<file path="config.mk">
export PLATFORM = sky130hd
export DESIGN_NAME = dll_tracker
export DESIGN_NICKNAME = d
export VERILOG_FILES = /design/src/dll_pkg.sv /design/src/dll_operand_norm.sv /design/src/dll_divider.sv /design/src/dll_discriminator.sv /design/src/dll_loop_filter.sv /design/src/dll_tracker.sv
export SDC_FILE = /design/constraint.sdc
export NUM_CORES = 2
export LEC_CHECK = 0
export BUFFER_PORTS_ARGS = -buffer_cell sky130_fd_sc_hd__buf_2
export CAP_MARGIN = 20
export CORE_MARGIN = 3
export CORE_UTILIZATION = 64
export DETAILED_ROUTE_END_ITERATION = 10
export GPL_ROUTABILITY_DRIVEN = 1
export PLACE_DENSITY = 0.92
export SLEW_MARGIN = 20
export SYNTH_ARGS = -nofsm -noshare
export SYNTH_HDL_FRONTEND = slang
export SYNTH_SLANG_ARGS = --single-unit
</file>
<file path="constraint.sdc">
create_clock -name clk -period 6.8 [get_ports clk]
set_input_delay 0.34 -clock clk [delete_from_list [all_inputs] [get_ports clk]]
set_output_delay 0.34 -clock clk [all_outputs]
set_load 0.1 [all_outputs]
</file>
<file path="src/dll_pkg.sv">
package dll_pkg;

   // Correlator magnitude and intermediate widths
   localparam int IQ_WIDTH    = 16;
   localparam int PRE_WIDTH   = 17;
   localparam int OP_WIDTH    = 10;
   localparam int INDEX_WIDTH = 5;
   localparam int SCALE_WIDTH = 12;
   // Product of OP_WIDTH and SCALE_WIDTH, also numerator and quotient width
   localparam int PROD_WIDTH  = 22;

   // Fixed-point scale, dphi = ((eml * K) / epl) >> SCALE_SHIFT
   localparam logic [SCALE_WIDTH-1:0] SCALE_K = 12'd3000;
   localparam int SCALE_SHIFT = 4;

   // Correction, channel and rate definitions
   localparam int DPHI_WIDTH = 16;
   localparam int CHAN_WIDTH = 3;
   localparam int NUM_CHAN   = 8;
   localparam int RATE_WIDTH = 32;
   localparam logic [RATE_WIDTH-1:0] NOMINAL_RATE = 32'h0100_0000;

   // Strobe to strobe latencies in clk cycles
   localparam int DISC_LATENCY   = 27;
   localparam int FILTER_LATENCY = 1;

   // Request from a correlator
   typedef struct packed {
      logic [CHAN_WIDTH-1:0] tag;
      logic [IQ_WIDTH-1:0]   early;
      logic [IQ_WIDTH-1:0]   late;
   } dll_req_t;

   // Signed code phase increment correction
   typedef struct packed {
      logic [CHAN_WIDTH-1:0]        tag;
      logic signed [DPHI_WIDTH-1:0] dphi;
   } dll_disc_t;

   // Updated per-channel code rate
   typedef struct packed {
      logic [CHAN_WIDTH-1:0] tag;
      logic [RATE_WIDTH-1:0] rate;
   } dll_rate_t;

endpackage

</file>
<file path="src/dll_operand_norm.sv">
`timescale 1ns/10ps

module dll_operand_norm (
   input  logic                          clk,
   input  logic                          rst_n,
   input  logic [dll_pkg::PRE_WIDTH-1:0] sum,
   input  logic [dll_pkg::PRE_WIDTH-1:0] diff,
   output logic [dll_pkg::OP_WIDTH-1:0]  sum_t,
   output logic [dll_pkg::OP_WIDTH-1:0]  diff_t
);
   import dll_pkg::*;

   // Position of the highest set bit, 0 for an all-zero word
   function automatic logic [INDEX_WIDTH-1:0] lead_one(input logic [PRE_WIDTH-1:0] w);
      logic [INDEX_WIDTH-1:0] idx;
      idx = '0;
      // Later hits overwrite earlier ones so the top bit wins
      for (int b = 0; b < PRE_WIDTH; b++) begin
         if (w[b]) begin
            idx = b[INDEX_WIDTH-1:0];
         end
      end
      return idx;
   endfunction

   // Window of OP_WIDTH bits ending at idx
   function automatic logic [OP_WIDTH-1:0] window(input logic [PRE_WIDTH-1:0] w,
                                                  input logic [INDEX_WIDTH-1:0] idx);
      logic [PRE_WIDTH-1:0] shifted;
      // Small values already fit, keep them unchanged
      if (idx < INDEX_WIDTH'(OP_WIDTH - 1)) begin
         shifted = w;
      end else begin
         shifted = w >> (idx - INDEX_WIDTH'(OP_WIDTH - 1));
      end
      return shifted[OP_WIDTH-1:0];
   endfunction

   logic [INDEX_WIDTH-1:0] idx_q;
   logic [PRE_WIDTH-1:0]   sum_q;
   logic [PRE_WIDTH-1:0]   diff_q;

   // Stage 1, leading one of sum
   // |e-l| never exceeds e+l so sum alone sets the window
   always_ff @(posedge clk or negedge rst_n) begin
      if (!rst_n) begin
         idx_q <= '0;
      end else begin
         idx_q <= lead_one(sum);
      end
   end

   // Operands ride alongside the index so a pair can enter every cycle
   always_ff @(posedge clk) begin
      sum_q  <= sum;
      diff_q <= diff;
   end

   // Stage 2, both words cut with the same window
   // Keeps the ratio diff/sum roughly intact
   always_ff @(posedge clk) begin
      sum_t  <= window(sum_q, idx_q);
      diff_t <= window(diff_q, idx_q);
   end

endmodule

</file>
<file path="src/dll_divider.sv">
`timescale 1ns/10ps

module dll_divider (
   input  logic                           clk,
   input  logic                           rst_n,
   input  logic [dll_pkg::PROD_WIDTH-1:0] numer,
   input  logic [dll_pkg::OP_WIDTH-1:0]   denom,
   output logic [dll_pkg::PROD_WIDTH-1:0] quo
);
   import dll_pkg::*;

   // Per stage state
   // rem_q holds the partial remainder, always below the denominator
   // nq_q shifts numerator bits out at the top and quotient bits in at the bottom
   logic [OP_WIDTH-1:0]   rem_q  [PROD_WIDTH];
   logic [PROD_WIDTH-1:0] nq_q   [PROD_WIDTH];
   logic [OP_WIDTH-1:0]   den_q  [PROD_WIDTH];
   logic                  zero_q [PROD_WIDTH];

   for (genvar s = 0; s < PROD_WIDTH; s++) begin : g_stage
      logic [OP_WIDTH-1:0]   rem_in;
      logic [PROD_WIDTH-1:0] nq_in;
      logic [OP_WIDTH-1:0]   den_in;
      logic                  zero_in;
      logic [OP_WIDTH:0]     trial;
      logic [OP_WIDTH:0]     sub;
      logic                  q_bit;

      if (s == 0) begin : g_first
         // Fresh division, empty remainder
         assign rem_in  = '0;
         assign nq_in   = numer;
         assign den_in  = denom;
         assign zero_in = (denom == '0);
      end else begin : g_next
         assign rem_in  = rem_q[s-1];
         assign nq_in   = nq_q[s-1];
         assign den_in  = den_q[s-1];
         assign zero_in = zero_q[s-1];
      end

      // Bring down the next numerator bit and try a subtract
      assign trial = {rem_in, nq_in[PROD_WIDTH-1]};
      assign sub   = trial - {1'b0, den_in};
      assign q_bit = (trial >= {1'b0, den_in});

      always_ff @(posedge clk) begin
         // Restore on failure, keep the difference on success
         rem_q[s] <= q_bit ? sub[OP_WIDTH-1:0] : trial[OP_WIDTH-1:0];
         nq_q[s]  <= {nq_in[PROD_WIDTH-2:0], q_bit};
         den_q[s] <= den_in;
      end

      // Divide-by-zero flag travels with its operands
      always_ff @(posedge clk or negedge rst_n) begin
         if (!rst_n) begin
            zero_q[s] <= 1'b1;
         end else begin
            zero_q[s] <= zero_in;
         end
      end
   end

   // Zero denominator would give all ones, force zero instead
   assign quo = zero_q[PROD_WIDTH-1] ? '0 : nq_q[PROD_WIDTH-1];

endmodule

</file>
<file path="src/dll_discriminator.sv">
`timescale 1ns/10ps

module dll_discriminator (
   input  logic               clk,
   input  logic               rst_n,
   input  logic               req_valid,
   input  dll_pkg::dll_req_t  req,
   output logic               disc_valid,
   output dll_pkg::dll_disc_t disc
);
   import dll_pkg::*;

   // Code phase correction
   //   eml = early - late, epl = early + late
   //   dphi = sign(eml) * (((|eml| * K) / epl) >> SCALE_SHIFT)
   // Steps
   //   Register of sum, |diff| and sign
   //   Leading-one search and truncation in dll_operand_norm
   //   Multiply by K
   //   Pipelined divide, one stage per quotient bit
   //   Shift, sign applied at the output

   // Side-band data that follows each request down the pipe
   typedef struct packed {
      logic [CHAN_WIDTH-1:0] tag;
      logic                  sign;
   } meta_t;

   logic [PRE_WIDTH-1:0] early_ext;
   logic [PRE_WIDTH-1:0] late_ext;
   logic                 late_gt;

   logic [PRE_WIDTH-1:0]  sum_q;
   logic [PRE_WIDTH-1:0]  diff_q;
   logic [OP_WIDTH-1:0]   sum_t;
   logic [OP_WIDTH-1:0]   diff_t;
   logic [OP_WIDTH-1:0]   den_q;
   logic [PROD_WIDTH-1:0] prod_q;
   logic [PROD_WIDTH-1:0] quo;
   logic [DPHI_WIDTH-1:0] mag_q;

   logic  valid_pipe [DISC_LATENCY];
   meta_t meta_pipe  [DISC_LATENCY];
   meta_t meta_out;

   // Zero-extend so the sum cannot overflow
   assign early_ext = {{(PRE_WIDTH-IQ_WIDTH){1'b0}}, req.early};
   assign late_ext  = {{(PRE_WIDTH-IQ_WIDTH){1'b0}}, req.late};
   // Negative correction when late wins
   assign late_gt   = (req.late > req.early);

   // Stage 1 registers the sum and the magnitude of the difference
   always_ff @(posedge clk) begin
      sum_q  <= early_ext + late_ext;
      diff_q <= late_gt ? (late_ext - early_ext) : (early_ext - late_ext);
   end

   // Stages 2 and 3
   dll_operand_norm i_dll_operand_norm (
      .clk    (clk),
      .rst_n  (rst_n),
      .sum    (sum_q),
      .diff   (diff_q),
      .sum_t  (sum_t),
      .diff_t (diff_t)
   );

   // Stage 4 scales the difference
   // Denominator waits one cycle to stay beside its product
   always_ff @(posedge clk) begin
      prod_q <= PROD_WIDTH'(diff_t) * PROD_WIDTH'(SCALE_K);
      den_q  <= sum_t;
   end

   // Stages 5 to 26
   dll_divider i_dll_divider (
      .clk   (clk),
      .rst_n (rst_n),
      .numer (prod_q),
      .denom (den_q),
      .quo   (quo)
   );

   // Stage 27 drops the fixed-point fraction
   // Quotient never exceeds K so the result fits DPHI_WIDTH
   always_ff @(posedge clk) begin
      mag_q <= quo[DPHI_WIDTH+SCALE_SHIFT-1:SCALE_SHIFT];
   end

   // Strobe delay line
   always_ff @(posedge clk or negedge rst_n) begin
      if (!rst_n) begin
         for (int i = 0; i < DISC_LATENCY; i++) begin
            valid_pipe[i] <= 1'b0;
         end
      end else begin
         valid_pipe[0] <= req_valid;
         for (int i = 1; i < DISC_LATENCY; i++) begin
            valid_pipe[i] <= valid_pipe[i-1];
         end
      end
   end

   // Tag and sign follow at the same depth
   always_ff @(posedge clk) begin
      meta_pipe[0] <= '{tag: req.tag, sign: late_gt};
      for (int i = 1; i < DISC_LATENCY; i++) begin
         meta_pipe[i] <= meta_pipe[i-1];
      end
   end

   assign meta_out = meta_pipe[DISC_LATENCY-1];

   // Sign applied on the registered magnitude
   assign disc_valid = valid_pipe[DISC_LATENCY-1];
   assign disc.tag   = meta_out.tag;
   assign disc.dphi  = meta_out.sign ? -mag_q : mag_q;

endmodule

</file>
<file path="src/dll_loop_filter.sv">
`timescale 1ns/10ps

module dll_loop_filter (
   input  logic               clk,
   input  logic               rst_n,
   input  logic               disc_valid,
   input  dll_pkg::dll_disc_t disc,
   output logic               rate_valid,
   output dll_pkg::dll_rate_t rate
);
   import dll_pkg::*;

   // One code rate integrator per channel
   logic [RATE_WIDTH-1:0] rate_q [NUM_CHAN];
   logic [RATE_WIDTH-1:0] dphi_ext;
   logic [RATE_WIDTH-1:0] rate_next;

   // Sign-extend the correction to the rate width
   assign dphi_ext  = {{(RATE_WIDTH-DPHI_WIDTH){disc.dphi[DPHI_WIDTH-1]}}, disc.dphi};
   // Read of the addressed channel, already updated by a result one cycle earlier
   assign rate_next = rate_q[disc.tag] + dphi_ext;

   // Rates are loop state, all channels start at nominal
   always_ff @(posedge clk or negedge rst_n) begin
      if (!rst_n) begin
         for (int c = 0; c < NUM_CHAN; c++) begin
            rate_q[c] <= NOMINAL_RATE;
         end
      end else if (disc_valid) begin
         rate_q[disc.tag] <= rate_next;
      end
   end

   // Update strobe
   always_ff @(posedge clk or negedge rst_n) begin
      if (!rst_n) begin
         rate_valid <= 1'b0;
      end else begin
         rate_valid <= disc_valid;
      end
   end

   // Report the new value with its channel
   always_ff @(posedge clk) begin
      if (disc_valid) begin
         rate.tag  <= disc.tag;
         rate.rate <= rate_next;
      end
   end

endmodule

</file>
<file path="src/dll_tracker.sv">
`timescale 1ns/10ps

module dll_tracker (
   input  logic               clk,
   input  logic               rst_n,
   // Correlator request strobe
   input  logic               req_valid,
   input  dll_pkg::dll_req_t  req,
   // Correction, DISC_LATENCY cycles after the request
   output logic               disc_valid,
   output dll_pkg::dll_disc_t disc,
   // Updated rate, one cycle after the correction
   output logic               rate_valid,
   output dll_pkg::dll_rate_t rate
);

   // Code discriminator
   // No back-pressure, a request may arrive on every cycle
   dll_discriminator i_dll_discriminator (
      .clk        (clk),
      .rst_n      (rst_n),
      .req_valid  (req_valid),
      .req        (req),
      .disc_valid (disc_valid),
      .disc       (disc)
   );

   // Loop filter
   // Sees the same strobe that leaves on the top-level port
   dll_loop_filter i_dll_loop_filter (
      .clk        (clk),
      .rst_n      (rst_n),
      .disc_valid (disc_valid),
      .disc       (disc),
      .rate_valid (rate_valid),
      .rate       (rate)
   );

endmodule

</file>
* After elaboration in Yosys (flattened, before gate mapping)
Memory sizes are Yosys's and may differ from the RTL's. A register that Yosys moved wholly into a read port is not among the register bits. Index checks and enable logic that the tools add are counted.
Cells by class: multiplexer cells 48, shifts and indexed selects 2, bitwise logic cells 1, multiply operators 1, add/subtract/negate cells 28, order comparisons 26, reductions and logical operators 2
Operators with widths (count):
- 256-bit bitwise mux | 1
- 10-bit 2-to-1 mux | 24
- 11-bit by 10-bit >= comparator with 1-bit output | 21
- 10-bit subtractor | 21
- 32-bit binary-select mux with 3-bit select | 1
- 32-bit demux with 3-bit select | 1
- 32-bit 2-to-1 mux | 3
- 5-bit 2-to-1 mux | 14
- 17-bit by 5-bit >> shifter with 10-bit output | 2
- 16-bit by 16-bit subtractor with 17-bit output | 2
- 32-bit adder | 1
- 10-bit by 9-bit multiplier with 19-bit output, second input constant | 1
- 16-bit by 16-bit adder with 17-bit output | 1
- 17-bit 2-to-1 mux | 1
- 16-bit greater-than comparator | 1
- 16-bit 2-to-1 mux | 1
- 16-bit negator | 1
- 1-bit by 10-bit >= comparator with 1-bit output | 1
- 10-bit zero test | 1
- 1-bit by 10-bit subtractor with 10-bit output | 1
- 5-bit by 4-bit less-than comparator with 1-bit output, second input constant | 1
- 5-bit by 4-bit subtractor with 5-bit output, second input constant | 1
- 4-bit >= comparator, second input constant | 1
- 4-bit by 1-bit less-than comparator with 1-bit output, second input constant | 1
- 4 further kinds | 4
Storage, ports and cells: bits in registers 463, output and inout bits 56, memories kept 4, bits of input ports 38, RAM bits 1032
Memory list:
- i_dll_discriminator.i_dll_divider.nq_q | depth 22, width 22, read ports 22, clocked after memory_dff 1, write ports 22, RTL line dll_divider.sv:16 | logic [PROD_WIDTH-1:0] nq_q [PROD_WIDTH];
- i_dll_discriminator.i_dll_divider.den_q | depth 22, width 10, read ports 21, clocked after memory_dff 0, write ports 22, RTL line dll_divider.sv:17 | logic [OP_WIDTH-1:0] den_q [PROD_WIDTH];
- i_dll_discriminator.i_dll_divider.rem_q | depth 22, width 10, read ports 21, clocked after memory_dff 0, write ports 22, RTL line dll_divider.sv:15 | logic [OP_WIDTH-1:0] rem_q [PROD_WIDTH];
- i_dll_discriminator.meta_pipe | depth 27, width 4, read ports 27, clocked after memory_dff 0, write ports 27, RTL line dll_discriminator.sv:43 | meta_t meta_pipe [DISC_LATENCY];

* Longest topological paths before layout
depth after elaboration 16, mapped depth 18

* Hierarchy
Synthesis repeated with hierarchy kept, for this count alone.
Unflattened totals: cells, all modules 5192, area, all modules 56795.7 um^2
Modules (own cells, without submodules):
- dll_divider | area an instance 30221.5 um^2, instances 1, cells an instance 2611
- dll_loop_filter | area an instance 14528.9 um^2, instances 1, cells an instance 1509
- dll_discriminator | area an instance 9117.5 um^2, instances 1, cells an instance 825
- dll_operand_norm | area an instance 2927.8 um^2, instances 1, cells an instance 247

* Least setup slack after synthesis
OpenSTA, ideal clock, no wires.
kind register to register, from memory i_dll_discriminator.meta_pipe[26][0] (netlist name), to register i_dll_loop_filter.rate[25] (netlist name), path buffers 1, period minus slack after synthesis 4.860 ns, cell stages (with the launch flop) 13, data arrival time 4.592 ns, library setup time 0.267 ns, path slack 1.940 ns, cells stage by stage dfxtp_1 > clkbuf_1 > o31ai_1 > xnor2_1 > ha_1 > o21ai_0 > nor2_1 > o21ai_0 > o31a_1 > o311ai_0 > a31oi_1 > xor2_1 > inv_1
RTL lines (RTL line):
- start: declaration | dll_discriminator.sv:43

==> key figures <==
Status
  – Status: completed

Cells and area
  – Layout cell share with drive strength beyond 1: 11.4%
  – Multi-input combinational cell area: 20300 um^2
  – Fin nets: 5167
  – Reg area: ~28000 um^2
  – Layout Utilization: 72.5%
  – Most frequent cells in the layout: dfxtp_1 (928), nand2_1 (454), inv_1 (445), o21ai_0 (352), ha_1 (304)
  – Area grow syn2layout: 11.2%
  – Fill count: 4860
  – Commonest non-fill, non-tap cell in the layout: dfxtp_1
  – Finished Layout Cells: a little under 6000
  – Final non-filler cell area: 55600 um^2

Logic synthesis
  – Synth top area share: 37.3%
  – Post-Synth Adder-Cell Area: around a tenth
  – Largest family of logic cells by synthesized area: compound AO/OA/AOI/OAI gates
  – Yosys reg bits: 1277
  – Post-synth top flop: dfxtp_1
  – Mapped Avg Cell Area: 10.7 um^2
  – Leading post-synthesis cells by cell area: dfxtp_1 (37%), dfrtp_1 (14%), ha_1 (7.6%)
  – Simple-gate share of the synthesized area: 9.21%
  – Mapped cell area: ~50000 um^2
  – Post-synthesis xor/xnor area fraction: around 3.2%
  – Post-synth EDFFs: 35
  – Synth cell types: 80
  – Leading area contributor after synthesis: dfxtp_1
  – Syn nets: 5062
  – Ys Warns: 0
  – Post-synthesis compound-gate area fraction: 11.5%
  – Post-synthesis instance total: 4662
  – Sequential share of the synthesized area: 55.0%
  – Asr flop ratio synth: 24.4%
  – Mux cell area share after synthesis: 6.65%

Clocking
  – Post-CTS setup buffer count: 0
  – Reg clk slew, reported paths: approximately 60 ps
  – TritonCTS clock tree: yes
  – Root Buffer: clkbuf_16
  – TritonCTS Buffers: 113
  – Post-CTS sizing: 0
  – Clock Sinks: 1277
  – Hold Buf Count CTS: 5
  – Clock buffer depth: 3
  – H-tree depth: 3
  – Clk Latency, worst-skew pair: 680 ps

Place
  – Routability cong.: between 0.9 and 1
  – Dpl cell area: 51400 um^2
  – Port bufs: 93
  – Placed Cells: 5675
  – Post-DP HPWL: 68200 um

Critical path
  – CP cell instances: buf_4 -> mux2i_1 -> o32ai_1 -> a211oi_1 -> inv_1 -> ha_1 -> a211oi_1 -> nor2_1 -> o21ai_0 -> o31ai_1 -> a21oi_1 -> o21bai_1 -> xnor2_1 -> o21ai_0
  – Slowest stage delay, CP: 870 ps
  – Req. time, crit path: 7300 ps
  – Critical path capture point type: flip-flop
  – Setup CP Type: reg2reg
  – Crit-path max FO: 44
  – Crit start category: flip-flop
  – CP arrival: 5880 ps
  – Critical Path Slowest Stage Cell: dfxtp_4

Route
  – DR pass1 iterations: 5
  – DR vias: 33900
  – Post-Route WL: about 110000 um
  – DR vias/cell: about 5.8
  – Routed Antenna Nets: 0
  – Routed wire per std cell: about 18 um
  – Residual DRC: 0
  – DR iter-0 viols: around 2500

Timing
  – TNS Setup: 0 ps
  – Post-route clock skew: 23.0 ps
  – RSZ-0062 raised after global routing: false
  – Slew headroom: 21.6%
  – # setup viols final: 0
  – Tmin final: 5380 ps
  – Worst-margin pin slew: 1180 ps
  – Final period utilization: 79.1%
  – Final Hold Fails: 0
  – Slew Limit Fails: 0
  – Fmax: about 0.19 GHz

GRT
  – GR Util All Layers: 25.6%
  – Largest net degree at the start of global routing: 164
  – First-pass GRT wire length: 173000 um
  – Total gr overflow: 0
  – Initial antenna violation count: 2
  – Vias in the first global route: approximately 35000

Hold path
  – Worst hold path class: in2reg

Floorplan
  – Ports: between 90 and 100
  – Die width: roughly 290 um
  – Core Rows: ~100
  – Initial Util: 65.2%
  – DIE AREA: 81500 um^2
  – Core Region: 76700 um^2
  – Chip height: 285 um

Job
  – Max-cap violations: 0
[kinds of logic (layout without fill, tap and decap cells)]
| family | count (synthesis) | after routing |
|---|---|---|
| AO/OA/AOI/OAI | 933 | 933 |
| XOR/XNOR | 181 | 181 |
| adder cells (fa/ha/maj) | 362 | 362 |
| buffers and inverters | 586 | 787 |
| flip-flops | 1277 | 1277 |
| multiplexers | 303 | 303 |
| other | 0 | 1 |
| AND/OR/NAND/NOR | 1020 | 1020 |
[metrics by stage]
step | hold WS, ps | setup WS, ps
after global placement | 310 | 1730
after floorplan | 44.4 | 1940
after global routing | 59.5 | 1070
after detailed placement | 312 | 1650
final | 55.3 | 1420
after CTS | 5.48 | 1620
[worst max-delay path, delay by kind of cell (launching register included)]
kind | cells | cell delay (ps)
mux | 1 | 250
buf+inv | 2 | 680
fa+ha+maj | 1 | 300
xor+xnor | 1 | 590
simple gates | 1 | 100
compound gates | 8 | 2380
flops | 1 | 870
[cells in the mapped netlist (10+ instances only)]
cell type / number
nor3_1: 40
fa_1: 58
mux2_2: 160
a22o_1: 14
xnor2_1: 128
nand3_1: 53
edfxtp_1: 35
o22ai_1: 28
nor2_1: 242
a221oi_1: 18
dfxtp_1: 931
a21oi_1: 215
buf_1: 10
a2111oi_0: 16
o21ai_0: 352
a211oi_1: 25
dfstp_2: 30
nand4_1: 47
dfrtp_1: 281
nand2b_1: 28
clkbuf_1: 109
nor3_2: 12
nor2b_1: 68
and2_1: 23
buf_2: 10
inv_1: 445
a21o_1: 87
ha_1: 304
nand2_1: 456
a311o_1: 14
o21a_1: 11
o31ai_1: 23
xor2_1: 52
mux2i_1: 135
a21boi_0: 26
o21bai_1: 23
o211ai_1: 13
[final cells by class]
type	count	area share (%)
inverters	448	3.03
well taps	1030	2.32
clock buffers	164	6.07
multi-input cells	2799	36.4
diodes	1	0.00450
clock inverters	47	1.21
repair buffers	128	1.44
flip-flops and latches	1277	49.5
[routing by layer]
layer | global-route usage [%] | wire, um | vias to the layer above | share of wire (%)
met5 | 0 | 11 | - | 0.010
met4 | 11.8 | 4330 | 2 | 4.1
met3 | 3.90 | 6370 | 344 | 6.0
met2 | 47.0 | 54000 | 1279 | 51
met1 | 29.2 | 40700 | 16300 | 39
li1 | - | - | 16000 | -
[state kept, by name, summed over array words and instances (netlist names), 5 cells and up]
signal                                             flops
i_dll_discriminator.meta_pipe                        108
i_dll_discriminator.i_dll_divider.rem_q              170
i_dll_discriminator.valid_pipe                        26
i_dll_loop_filter.rate                                35
i_dll_discriminator.i_dll_divider.nq_q               353
i_dll_discriminator.i_dll_operand_norm.idx_q           5
i_dll_discriminator.sum_q                             17
i_dll_discriminator.i_dll_operand_norm.sum_t          10
i_dll_discriminator.i_dll_operand_norm.diff_t         10
i_dll_loop_filter.rate_q                             256
i_dll_discriminator.i_dll_divider.den_q              170
i_dll_discriminator.i_dll_operand_norm.sum_q          16
i_dll_discriminator.mag_q                             16
i_dll_discriminator.i_dll_operand_norm.diff_q         17
i_dll_discriminator.i_dll_divider.g_stage.zero_in     21
i_dll_discriminator.den_q                             10
i_dll_discriminator.diff_q                            16
i_dll_discriminator.prod_q                            18
[path summary, 6_finish.rpt]
kind,start,end,slack [ps],depth (start not counted)
worst max-delay path,i_dll_discriminator.meta_pipe[26][1],i_dll_loop_filter.rate_q[87],1420,14
worst min-delay path,req[16],i_dll_discriminator.sum_q[0],60,3
worst max register to register,i_dll_discriminator.meta_pipe[26][1],i_dll_loop_filter.rate_q[87],1420,14
worst min register to register,i_dll_discriminator.i_dll_divider.nq_q[4][19],i_dll_discriminator.i_dll_divider.nq_q[5][20],320,0
max in group asynchronous,rst_n,i_dll_discriminator.disc_valid,5290,3
min in group asynchronous,rst_n,i_dll_loop_filter.rate_q[135],220,2
Power is not shown: default switching activity piles up to over one toggle a cycle in this logic, so the estimate is an artifact.
